<file path="src/logic/victim_pkg.sv">
package victim_pkg;

    // address and line geometry of the instruction cache.
    localparam int ADDR_WIDTH = 32;
    localparam int LINE_WIDTH = 256;
    localparam int TAG_LSB    = 5;   // a line covers 32 bytes.
    localparam int TAG_WIDTH  = ADDR_WIDTH - TAG_LSB;

    // the LRU rule in victim_alloc only holds for two entries.
    localparam int VICTIM_ENTRIES = 2;
    localparam int WAY_WIDTH      = $clog2(VICTIM_ENTRIES);

    // fetch or evict byte address.
    typedef logic [ADDR_WIDTH-1:0] addr_t;

    // line tag, address bits 31 down to 5.
    typedef logic [TAG_WIDTH-1:0] tag_t;

    // one full cache line.
    typedef logic [LINE_WIDTH-1:0] line_t;

    // index of a buffer entry.
    typedef logic [WAY_WIDTH-1:0] way_t;

endpackage : victim_pkg

</file>
<file path="src/logic/icache_victim_buffer.sv">
`timescale 1ns/10ps

module icache_victim_buffer
    import victim_pkg::*;
(
    input  logic  clk,
    input  logic  rst,

    // line evicted from the cache.
    input  logic  evict_valid,
    input  addr_t evict_address,
    input  line_t evict_line,

    // fetch side.
    input  logic  lookup_valid,
    input  addr_t mem_address,
    input  logic  take,

    output logic  hit,
    output way_t  hit_way,
    output line_t data_to_cache
);

    tag_t                      evict_tag;
    tag_t                      lookup_tag;

    logic [VICTIM_ENTRIES-1:0] entry_valid;
    logic [VICTIM_ENTRIES-1:0] entry_match;
    line_t                     entry_line [VICTIM_ENTRIES];
    logic [VICTIM_ENTRIES-1:0] entry_load;
    logic [VICTIM_ENTRIES-1:0] entry_clear;

    assign evict_tag  = evict_address[ADDR_WIDTH-1:TAG_LSB];
    assign lookup_tag = mem_address[ADDR_WIDTH-1:TAG_LSB]; // offset bits are ignored.

    victim_alloc u_alloc (
        .clk          (clk),
        .rst          (rst),
        .evict_valid  (evict_valid),
        .take         (take),
        .lookup_valid (lookup_valid),
        .hit          (hit),
        .hit_way      (hit_way),
        .valid        (entry_valid),
        .load         (entry_load),
        .clear        (entry_clear)
    );

    for (genvar i = 0; i < VICTIM_ENTRIES; i++) begin : g_entry
        victim_entry u_entry (
            .clk        (clk),
            .rst        (rst),
            .load       (entry_load[i]),
            .clear      (entry_clear[i]),
            .tag_in     (evict_tag),
            .line_in    (evict_line),
            .lookup_tag (lookup_tag),
            .valid      (entry_valid[i]),
            .match      (entry_match[i]),
            .line       (entry_line[i])
        );
    end

    victim_lookup u_lookup (
        .clk           (clk),
        .rst           (rst),
        .lookup_valid  (lookup_valid),
        .match         (entry_match),
        .line          (entry_line),
        .hit           (hit),
        .hit_way       (hit_way),
        .data_to_cache (data_to_cache)
    );

endmodule : icache_victim_buffer

</file>
<file path="src/logic/victim_alloc.sv">
`timescale 1ns/10ps

module victim_alloc
    import victim_pkg::*;
(
    input  logic                      clk,
    input  logic                      rst,

    input  logic                      evict_valid,
    input  logic                      take,
    input  logic                      lookup_valid,
    input  logic                      hit,
    input  way_t                      hit_way,
    input  logic [VICTIM_ENTRIES-1:0] valid,

    output logic [VICTIM_ENTRIES-1:0] load,
    output logic [VICTIM_ENTRIES-1:0] clear
);

    way_t lru;          // the entry to replace when both are full.
    way_t free_way;
    way_t target;
    logic has_free;
    logic swap;

    assign swap = take && hit;

    // lowest invalid entry. Walking down leaves the lowest one last.
    always_comb begin
        has_free = 1'b0;
        free_way = '0;
        for (int i = VICTIM_ENTRIES - 1; i >= 0; i--) begin
            if (!valid[i]) begin
                has_free = 1'b1;
                free_way = way_t'(i);
            end
        end
    end

    always_comb begin
        if (swap) begin
            target = hit_way; // true swap into the entry being taken.
        end else if (has_free) begin
            target = free_way;
        end else begin
            target = lru;
        end
    end

    always_comb begin
        load  = '0;
        clear = '0;
        if (evict_valid) begin
            load[target] = 1'b1;
        end else if (swap) begin
            clear[hit_way] = 1'b1;
        end
    end

    always_ff @(posedge clk) begin
        if (rst) begin
            lru <= '0;
        end else if (evict_valid) begin
            lru <= ~target;
        end else if (swap) begin
            lru <= hit_way; // the freed entry is the next one to fill.
        end else if (lookup_valid && hit) begin
            lru <= ~hit_way;
        end
    end

    a_load_onehot0 : assert property (
        @(posedge clk) disable iff (rst)
        $onehot0(load)
    ) else $error("victim_alloc: more than one entry loaded");

    // the fetch unit may only take a line that hit this cycle.
    a_take_needs_hit : assert property (
        @(posedge clk) disable iff (rst)
        take |-> hit
    ) else $error("victim_alloc: take without hit");

endmodule : victim_alloc

</file>
<file path="src/logic/victim_entry.sv">
`timescale 1ns/10ps

module victim_entry
    import victim_pkg::*;
(
    input  logic  clk,
    input  logic  rst,

    input  logic  load,
    input  logic  clear,
    input  tag_t  tag_in,
    input  line_t line_in,

    input  tag_t  lookup_tag,

    output logic  valid,
    output logic  match,
    output line_t line
);

    tag_t tag_q;

    // load wins over clear, though the allocator never asks for both.
    always_ff @(posedge clk) begin
        if (rst) begin
            valid <= 1'b0;
        end else if (load) begin
            valid <= 1'b1;
        end else if (clear) begin
            valid <= 1'b0;
        end
    end

    always_ff @(posedge clk) begin
        if (load) begin
            tag_q <= tag_in;
            line  <= line_in; // the line is read out by the lookup side.
        end
    end

    // an empty entry never matches, whatever its stale tag holds.
    assign match = valid && (tag_q == lookup_tag);

    // a swap goes through load alone. The freed entry is simply reused.
    a_no_load_and_clear : assert property (
        @(posedge clk) disable iff (rst)
        !(load && clear)
    ) else $error("victim_entry: load and clear both high");

endmodule : victim_entry

</file>
<file path="src/logic/victim_lookup.sv">
`timescale 1ns/10ps

module victim_lookup
    import victim_pkg::*;
(
    input  logic                      clk,
    input  logic                      rst,

    input  logic                      lookup_valid,
    input  logic [VICTIM_ENTRIES-1:0] match,
    input  line_t                     line [VICTIM_ENTRIES],

    output logic                      hit,
    output way_t                      hit_way,
    output line_t                     data_to_cache
);

    logic [VICTIM_ENTRIES-1:0] match_qual;

    // entries compare every cycle. Only a real fetch counts.
    assign match_qual = match & {VICTIM_ENTRIES{lookup_valid}};

    always_comb begin
        hit     = 1'b0;
        hit_way = '0;
        for (int i = 0; i < VICTIM_ENTRIES; i++) begin
            if (match_qual[i]) begin
                hit     = 1'b1;
                hit_way = way_t'(i);
            end
        end
    end

    // misses leave the last returned line in place.
    always_ff @(posedge clk) begin
        if (rst) begin
            data_to_cache <= '0;
        end else if (hit) begin
            data_to_cache <= line[hit_way];
        end
    end

    // two entries holding the same tag would mean the allocator inserted
    // a line that was already buffered.
    a_match_onehot0 : assert property (
        @(posedge clk) disable iff (rst)
        $onehot0(match)
    ) else $error("victim_lookup: tag matched in more than one entry");

endmodule : victim_lookup

</file>
<file path="config.mk">
export PLATFORM = sky130hd
export DESIGN_NAME = icache_victim_buffer
export DESIGN_NICKNAME = d
export VERILOG_FILES = /design/src/logic/victim_pkg.sv /design/src/logic/icache_victim_buffer.sv /design/src/logic/victim_alloc.sv /design/src/logic/victim_entry.sv /design/src/logic/victim_lookup.sv
export SDC_FILE = /design/constraint.sdc
export NUM_CORES = 1
export LEC_CHECK = 0
export BUFFER_PORTS_ARGS = -buffer_cell sky130_fd_sc_hd__buf_2
export CORE_ASPECT_RATIO = 0.7
export CORE_MARGIN = 1.5
export CORE_UTILIZATION = 51
export CTS_BUF_LIST = sky130_fd_sc_hd__clkbuf_2
export DETAILED_ROUTE_END_ITERATION = 6
export PLACE_DENSITY = 0.79
export REMOVE_ABC_BUFFERS = 1
export SLEW_MARGIN = 20
export SYNTH_ARGS = -nofsm -noshare
export SYNTH_HDL_FRONTEND = slang
export SYNTH_SLANG_ARGS = --single-unit
export TNS_END_PERCENT = 30
</file>
<file path="constraint.sdc">
create_clock -name clk -period 16.3 [get_ports clk]
set_input_delay 1.63 -clock clk [delete_from_list [all_inputs] [get_ports clk]]
set_output_delay 1.63 -clock clk [all_outputs]
set_load 0.1 [all_outputs]
</file>
After elaboration in Yosys (flattened, before gate mapping)
Cells that the tools add are included.
Word-level totals
  output and inout port bits: 258
  flip-flop bits (word level): 825
  logic and storage cells: 53
  bits of input ports: 325
Cells by class
  reduce and logical (&&, ||, !) cells: 9
  bitwise gates (word level): 4
  multiplexer cells: 25
  equality and inequality tests: 2
  $lt $le $gt $ge: 5
Operators by type and width (number)
  256-bit 2-to-1 mux: 3
  27-bit equality test: 2
  1-bit 2-to-1 mux: 17
  1-bit logical AND: 6
  2-bit 2-to-1 mux: 3
  1-bit by 2-bit less-than comparator with 1-bit output, second input constant: 2
  2-bit nonzero test: 2
  3-bit nonzero test: 1
  2-bit bitwise AND: 1
  1-bit demux with 1-bit select: 2
  1-bit >= comparator, second input constant: 2
  2-bit >= comparator, second input constant: 1
  1-bit NOT: 2
  1-bit NOT with 2-bit output: 1

Longest topological paths before layout
Gate-level depths: netlist of the first run.
  depth in word-level cells: 13
  gate-level depth with buffers: 13
  gate-level depth less buffers: 11

Modules after synthesis
Synthesis of the first run repeated with hierarchy kept, for this count alone.
Unflattened totals
  cell total of the unflattened synthesis: 1834
  area, all modules: 32064.5 um2
Modules (own cells, without submodules)
  victim_entry: cells an instance 323, seq. area each 8518.2 um2, area each 8831.0 um2, instances 2
  victim_lookup: cells an instance 1171, seq. area each 5124.9 um2, area each 14278.7 um2, instances 1
  victim_alloc: cells an instance 17, seq. area each 20.0 um2, area each 123.9 um2, instances 1

Least setup slack after synthesis of the first run
Ideal clock, no wire load.
  path kind: input to register
  from: input mem_address[15]
  to: register g_entry[0].u_entry.line[0], enable pin
  required time: 15.369 ns
  data arrival time: 14.544 ns
  setup time: 0.931 ns
  path slack: 0.825 ns
  path buffers: 0
  cell stages on the path: 5
  cell sequence: xor2_1 -> or4_1 -> nor4_2 -> a41oi_1 -> nor2_1
On the way
  longest elaborated chain between the ends: 12
  elaborated cells on any way between the ends: 16
  those cells by class: order compare (2); eq/ne (2); mux (7); bitwise (1); reduce/logical (4)
Ends and longest elaborated chain
  start: declaration: line icache_victim_buffer.sv:16  | input addr_t mem_address,
  27-bit equality test: line victim_entry.sv:42  | assign match = valid && (tag_q == lookup_tag);
  1-bit logical AND: line victim_entry.sv:42
  2-bit bitwise AND *: line victim_lookup.sv:21  | assign match_qual = match & {VICTIM_ENTRIES{lookup_valid}};
  1-bit 2-to-1 mux (2 in a row): line victim_lookup.sv:27  | if (match_qual[i]) begin
  1-bit logical AND: line victim_alloc.sv:26  | assign swap = take && hit;
  1-bit 2-to-1 mux *: line victim_alloc.sv:41  | if (swap) begin
  1-bit by 2-bit less-than comparator with 1-bit output (implied by the code) / 1-bit >= comparator (equally long branches): line victim_alloc.sv:54  | load[target] = 1'b1;
  1-bit logical AND (implied by the code): line victim_alloc.sv:54
  1-bit 2-to-1 mux (implied by the code): line victim_alloc.sv:54
  1-bit demux with 1-bit select *
  2-bit 2-to-1 mux *: line victim_alloc.sv:53  | if (evict_valid) begin
  via g_entry[0].u_entry.load: line victim_entry.sv:9  | input logic load,
  end signal: assignment: line victim_entry.sv:37  | line <= line_in;
  end: declaration: line victim_entry.sv:18  | output line_t line
Mark *: on every way through the listed nets, which the timed path passes. The rest lies on a longest branch.
A chain may end at the register's enable or synchronous reset.

Worst setup path after layout of the first run
  from: input mem_address[18]
  to: output hit
On the way
  longest elaborated chain between the ends: 5
  elaborated cells on any way between the ends: 7
  those cells by class: eq/ne (2); mux (2); bitwise (1); reduce/logical (2)
Ends and longest elaborated chain
  27-bit equality test: line victim_entry.sv:42
  1-bit logical AND: line victim_entry.sv:42
  2-bit bitwise AND *: line victim_lookup.sv:21
  1-bit 2-to-1 mux: line victim_lookup.sv:27
  1-bit 2-to-1 mux *: line victim_lookup.sv:27
  end: declaration: line icache_victim_buffer.sv:19  | output logic hit,
Mark *: on every way between the ends. The rest lies on a longest branch, timed or not.

==> results.ini, run 1 <==
[logic_synthesis]
ys.flop_type=edfxtp_1
synth_enable_flop_cells=566
asyncSetResetFlopFracSynth_pct=0
post_synth_inst_count=1808
yosys.area.top_type=edfxtp_1
synth_area_um2=29300
synthDominantCellAreaShare_pct=58.0
warnings_synthesis=0
synth.distinct_cells=34
synth_area_leaders=edfxtp_1, dfxtp_1, mux2i_1
synth.yosys.seq_area_share_pct=75.7
avgSynthCellArea_um2=16.2
ys_seq_elements=825

[grt]
wire_length_of_the_first_global_routing_pass_mm=98.2
grt_antenna_before_repair=22
via_count_of_the_first_global_routing_pass=18263
grt_use_met2_pct=35.6
grt_overflow=0
groute.layer.met1.usage_pct=24.4
grt.met3_usage_pct=8.84
global_route.peak_usage_layer=met2
track_usage_pct=21.5
grt_start_max_net_pins=152

[cts]
clock_tree_buf_depth=3
cts_sinks=825
cts_hold_buf=0
clock_tree_from_tritoncts=yes
ctsHtreeMaxLevel=4
numCtsBuffers=181
clock_root_buffer=clkbuf_2
cts.repair_timing.setup_buffer_count=0
cts.reportedPaths.clkPinSlew_ns=0.10
post_cts_resize_count=0
clk-insertion-delay-late_ns=1.16

[detailed_routing]
ant_nets=0
detail_route.iter0.violations=1040
vias_per_cell=5.18
drc=0
postRouteWirelength_mm=65.5
route.detailed.wl_per_inst_um=19.3
num_vias=17592
detailedRoute.firstPassIterationCount=7

[floorplan]
initial_utilization_pct=51.6
coreArea_um2=56800
num_io_pins=583
die_h_um=204
die_area_um2=59000
floorplan.die.width_um=290
rows=73

[layout]
fill_cells=4303
syn2layout_area_growth_pct=16.9
finish.utilization_pct=60.3
final_layout_size_suffix_gt1_share_pct=35.2
final_nets=2789

[setup_path]
path_cells=buf_2 > xor2_1 > or4_1 > nor4_1 > and2_1 > inv_8 > buf_6 > nand2b_1 > buf_2
start_kind=primary input
crit_arrival_ns=4.66
timing.critical_path.slowest_cell_delay_ns=0.54
crit_top_cell=buf_2
critical_path_required_ns=14.67
timing.critical_path.buf_inv=4
timing.critical_path.to_type=output pin
worst_path_max_delay_cell=or4_1
critical-path-top-delay-family=simple AND/OR/NAND/NOR gates
timing.setup.critical_path_class=in2out
critical_path.max_fanout=134

[timing]
number_of_max_slew_violations_in_the_final_report=0
finalCriticalPeriod_ns=6.29
final.setup_skew_ns=0.119
grt_setup_unrepaired=false
hold_viol_final=0
max_clock_freq_mhz=159
finalCritPeriodShare_pct=38.6
setup-violations-final=0
max-slew-margin-rel_pct=23.1
worst-slew-pin-transition_ns=1.15

[placed_design]
number_of_buffers_added_on_ports=572
hpwl_mm=41.0
gpl_congestion=0.867

[power]
vdd_ir_drop_max_mv=0.0749
power_leakage_nw=12.8
fin_total_pwr_mw=3.77
power_density_nw_per_um2=110

[status]
outcome=finished clean

[job]
timing.max_cap.violations=0

[worst_hold_path]
hold_class=reg2reg

## worst register-to-register path: cells and delay by family (launching register included)
kind	cells	cell delay, ns
compound gates	1	0.38
xor+xnor	1	0.20
buf+inv	4	3.12
flops	1	0.40
simple gates	4	1.08
## area by class of cell
| type | instances | area, um^2 | share of cell area, % |
|---|---|---|---|
| sequential | 825 | 22200 | 64.7 |
| multi-input combinational | 863 | 6280 | 18.3 |
| timing repair buffer | 588 | 3020 | 8.82 |
| clock buffer | 299 | 1500 | 4.37 |
| tap | 750 | 938 | 2.74 |
| clock inverter | 42 | 282 | 0.821 |
| antenna | 22 | 55.1 | 0.161 |
| inverter | 4 | 22.5 | 0.0657 |
## cells in the final DEF (no fill, tap or decap), types with 18 or more instances in the layout
cell type and instances:
edfxtp_1 566, xnor2_1 44, nor2_1 259, dfxtp_1 259, clkinv_1 29, a211oi_1 239
clkbuf_2 299, buf_2 571, diode_2 22, mux2i_1 256, a211oi_2 18
## path summary, 6_finish.rpt
check / cells after the start / from / slack, ns / to
worst max register to register: 10 / g_entry[1].u_entry.tag_q[18] / 10.60 / g_entry[0].u_entry.line[234]
worst min-delay path: 2 / g_entry[1].u_entry.line[101] / 0.49 / u_lookup.data_to_cache[101]
worst min register to register: 2 / g_entry[1].u_entry.line[101] / 0.49 / u_lookup.data_to_cache[101]
worst max-delay path: 9 / mem_address[18] / 10.01 / hit
## logic make-up (layout without fill, tap and decap cells)
group,after synthesis,in the layout,synth area share [%]
adder cells (fa/ha/maj),1,1,0.0427
buffers and inverters,120,933,2.97
flip-flops,825,825,75.7
other,0,22,0
XOR/XNOR,54,54,1.61
AND/OR/NAND/NOR,285,285,3.87
AO/OA/AOI/OAI,267,267,7.11
multiplexers,256,256,8.74
## Yosys cell counts (all sizes together), types with 2 or more instances
cell type and instances:
a211oi 257, a21oi 2, and2 3, buf 39, clkbuf 77, dfxtp 259
edfxtp 566, inv 4, mux2i 256, nand2 2, nand2b 2, nand4 11
nor2 260, nor4 3, o21ai 3, or4 2, xnor2 44, xor2 10
## per-layer routing
layer / wire length, um / up-vias
li1: - / 8320
met1: 24800 / 8494
met2: 32400 / 631
met3: 6290 / 133
met4: 1930 / 14
met5: 86 / -
## flip-flops by register name, summed over array words and instances (netlist names)
name                    cells
g_entry.u_entry.tag_q      54
u_alloc.lru                 1
g_entry.u_entry.valid       2
g_entry.u_entry.line      512
u_lookup.data_to_cache    256
## power breakdown
group / switching [mW] / leakage [nW] / internal [mW]
Clock: 0.773 / 1.37 / 0.534
Sequential: 0.0196 / 7.40 / 2.32
Combinational: 0.0821 / 4.05 / 0.0404
## per-stage QoR
step | cells | hold WS [ns] | setup TNS, ns | setup WS, ns | instance area (um^2)
after floorplan | 1692 | 0.457 | -995.77 | -3.52 | 28500
after global placement | 3030 | 0.509 | 0 | 9.15 | 32400
after detailed placement | 3030 | 0.516 | 0 | 9.03 | 32400
after CTS | 3371 | 0.433 | 0 | 9.85 | 34200
after global routing | 3381 | 0.454 | 0 | 9.83 | 34300
final | 3393 | 0.495 | 0 | 10.01 | 34300
Power figures use the tool's default switching activity.
==> inputs of run 2 (changes only) <==
--- a/config.mk
+++ b/config.mk
@@ -5,13 +5,14 @@
 export SDC_FILE = /design/constraint.sdc
 export NUM_CORES = 1
 export LEC_CHECK = 0
+export ABC_AREA = 1
 export BUFFER_PORTS_ARGS = -buffer_cell sky130_fd_sc_hd__buf_2
 export CORE_ASPECT_RATIO = 0.7
 export CORE_MARGIN = 1.5
 export CORE_UTILIZATION = 51
 export CTS_BUF_LIST = sky130_fd_sc_hd__clkbuf_2
 export DETAILED_ROUTE_END_ITERATION = 6
-export PLACE_DENSITY = 0.79
+export PLACE_DENSITY = 0.75
 export REMOVE_ABC_BUFFERS = 1
 export SLEW_MARGIN = 20
 export SYNTH_ARGS = -nofsm -noshare
==> constraint.sdc (replaced) <==
create_clock -name clk -period 5.9 [get_ports clk]
set_input_delay 0.59 -clock clk [delete_from_list [all_inputs] [get_ports clk]]
set_output_delay 0.59 -clock clk [all_outputs]
set_load 0.1 [all_outputs]
==> run 2 against run 1 <==
Compared with the run above: cell area grew 21%; largest cell class unchanged; sequential power grew to 2.8 times the previous value; global-route usage grew 7.8 points; worst hold slack lost 0.27 ns; core utilization grew 10 points; critical path type is now reg2out; setup slack lost 8.9 ns; sequential share of layout area shrank 11 points.
==> results.ini, run 2 <==
[layout]
final_nets=4174  ; +50%
syn2layout_area_growth_pct=35.6
fill_cells=3779  ; -12%
largest_reg_flops=512  ; unchanged
largest_register_by_flop_count=g_entry.u_entry.line
finish.instance_area_um2=41400  ; +21%
leading_registers_by_flop_count=g_entry.u_entry.line (512), u_lookup.data_to_cache (256), g_entry.u_entry.tag_q (54)
layout.cells.most_common=dlygate4sd3_1
final_layout_size_suffix_gt1_share_pct=22.9  ; -12 points
layout.cells.most_common_list=dlygate4sd3_1, buf_2, edfxtp_1

[placed_design]
gpl_congestion=0.949  ; +9.6%
dpl_cell_area_um2=33700  ; +3.9%
pre_cts_slack_ns=1.60  ; -7.43 ns
hpwl_mm=44.5  ; +8.3%
number_of_buffers_added_on_ports=572  ; unchanged

[cts]
clock_root_buffer=clkbuf_2
post_cts_resize_count=0  ; unchanged
numCtsBuffers=185  ; +2.2%
clk-insertion-delay-late_ns=1.44  ; +0.28 ns
clock_tree_from_tritoncts=yes
clock_tree_buf_depth=3  ; unchanged
cts_sinks=825  ; unchanged
cts.reportedPaths.clkPinSlew_ns=0.13  ; +0.03 ns
ctsHtreeMaxLevel=4  ; unchanged

[timing]
worst-slew-pin-transition_ns=1.11  ; -0.0464 ns
fin_tns_setup_ns=0  ; unchanged
postLayoutSetupSlackWorst_ns=1.07  ; -8.93 ns
setup-violations-final=0  ; unchanged
max-slew-margin-rel_pct=26.2  ; +3.1 points
max_clock_freq_mhz=207
finalCritPeriodShare_pct=81.8
number_of_max_slew_violations_in_the_final_report=0  ; unchanged
final.setup_skew_ns=0.144  ; +0.0257 ns
finalCriticalPeriod_ns=4.83
hold_viol_final=0  ; unchanged
grt_setup_unrepaired=false

[logic_synthesis]
ys_seq_elements=825  ; unchanged
yosys-top-cells-count=edfxtp_1, nand2_1, o21ai_1
synth_area_um2=30500  ; +4.1%
synth.distinct_cells=29  ; -15%
synth_enable_flop_cells=566  ; unchanged
yosys.area.top_type=edfxtp_1
asyncSetResetFlopFracSynth_pct=0  ; unchanged
synthDominantCellAreaShare_pct=55.7  ; -2.3 points
post_synth_inst_count=2631  ; +46%
ys.flop_type=edfxtp_1
warnings_synthesis=0  ; unchanged
synth.yosys.seq_area_share_pct=72.7  ; -3.0 points
post-synth-top-count-cell=edfxtp_1
avgSynthCellArea_um2=11.6  ; -28%
synth_area_leaders=edfxtp_1, dfxtp_1, o21ai_1

[setup_path]
crit_arrival_ns=4.24  ; -0.42 ns
critical_path.max_fanout=4  ; -97%
worstReg2RegStart=g_entry[0].u_entry.tag_q[16]
r2r_end=u_alloc.lru
worst_setup_path_startpoint=g_entry[0].u_entry.tag_q[16]
critical_path_required_ns=5.31  ; -9.36 ns
timing.critical_path.to_type=output pin
reg2reg_slack_ns=1.66  ; -8.94 ns
start_kind=flip-flop
timing.setup.critical_path_class=reg2out
worst-r2r-cell-count=16  ; +6

[worst_hold_path]
worst_hold_startpoint=mem_address[29]
worst_hold_path.num_cells=11  ; +9
worst_hold_path.endpoint=g_entry[0].u_entry.valid
hold_class=in2reg

[floorplan]
floorplan.die.width_um=295  ; +2.0%
rows=74  ; +1.4%
die_h_um=208  ; +2.0%
die_area_um2=61400  ; +4.1%
coreArea_um2=58700  ; +3.3%
num_io_pins=583  ; unchanged
initial_utilization_pct=52.0  ; +0.39 points

[power]
power_density_nw_per_um2=269  ; +140%
vdd_ir_drop_max_mv=0.241  ; +220%
fin_total_pwr_mw=11.1  ; +190%
power_leakage_nw=17.6  ; +37%

[grt]
wire_length_of_the_first_global_routing_pass_mm=139  ; +41%
grt_start_max_net_pins=205  ; +35%
via_count_of_the_first_global_routing_pass=25541  ; +40%
grt_antenna_before_repair=20  ; -9.1%
grt_overflow=0  ; unchanged
track_usage_pct=29.3  ; +7.8 points

[job]
timing.max_cap.violations=0  ; unchanged

[detailed_routing]
detailedRoute.firstPassIterationCount=5  ; -2
ant_nets=0  ; unchanged
vias_per_cell=5.16  ; -0.52%
detail_route.iter0.violations=2101  ; +100%
drc=0  ; unchanged
num_vias=24897  ; +42%
route.detailed.wl_per_inst_um=18.7  ; -2.9%
postRouteWirelength_mm=90.5  ; +38%

[status]
outcome=finished clean

-- run 2: worst max-delay path: stages, from the launching register on --
cell and delay [ns]:
edfxtp_1 0.47, inv_1 0.08, nand2_1 0.06, a21oi_1 0.14
nand4_1 0.09, dlygate4sd3_1 0.57, nor2_1 0.13, dlygate4sd3_1 0.62
nand2_1 0.12, nand2_1 0.12, buf_2 0.45
-- run 2: worst max-delay path by stage --
stage | endpoint | slack [ns] | depth (start not counted)
finish | hit | 1.07 | 10
global route | hit | 0.78 | 10
CTS | hit | 0.99 | 10
detailed placement | g_entry[0].u_entry.line[109] | 1.60 | 13
global placement | g_entry[0].u_entry.line[109] | 1.60 | 13
floorplan | g_entry[1].u_entry.line[0] | -3.93 | 15
-- run 2: routing by layer --
layer	GRT usage, %	wire, um
met5	0	58
met4	14.8	3730
met3	9.53	8550
met2	49.2	45000
met1	33.6	33200
-- run 2: through the flow --
stage | cells | util [%] | hold slack, ns
after floorplan | 2490 | - | 0.446
after global placement | 3877 | 57.4 | 0.448
after detailed placement | 3877 | 57.4 | 0.452
after CTS | 4805 | 70.4 | 0.0428
after global routing | 4822 | 70.5 | 0.131
final | 4827 | 70.5 | 0.222
-- run 2: what timing repair did --
| action | CTS | global route |
|---|---|---|
| setup buffers | 0 | 0 |
| endpoints found under the hold margin | 771 | 0 |
| hold buffers | 582 | 0 |
-- run 2: where the power goes --
part | internal, mW | switching [mW] | total (mW)
logic | 0.388 | 0.394 | 0.781
clock network | 1.48 | 2.36 | 3.84
registers | 6.43 | 0.0656 | 6.50
-- run 2: logic make-up (layout without fill, tap and decap cells) --
| kind of cell | count (synthesis) | in the layout | share of synthesized area, % |
|---|---|---|---|
| compound gates | 780 | 780 | 12.8 |
| xor+xnor | 10 | 10 | 0.287 |
| fa+ha+maj | 1 | 1 | 0.0410 |
| buf+inv | 500 | 1876 | 7.55 |
| flops | 825 | 825 | 72.7 |
| other cells | 0 | 22 | 0 |
| simple gates | 515 | 515 | 6.64 |
-- run 2: final cells by class --
cell class                      instances  area, um^2  area share [%]
Sequential cell                       825       22200            53.6
Clock buffer                          288        1440            3.48
Tap cell                              798         998            2.41
Timing Repair Buffer                 1171        8920            21.6
Antenna cell                           22        55.1           0.133
Inverter                              359        1370            3.31
Multi-Input combinational cell       1306        6060            14.6
Clock inverter                         58         355           0.859
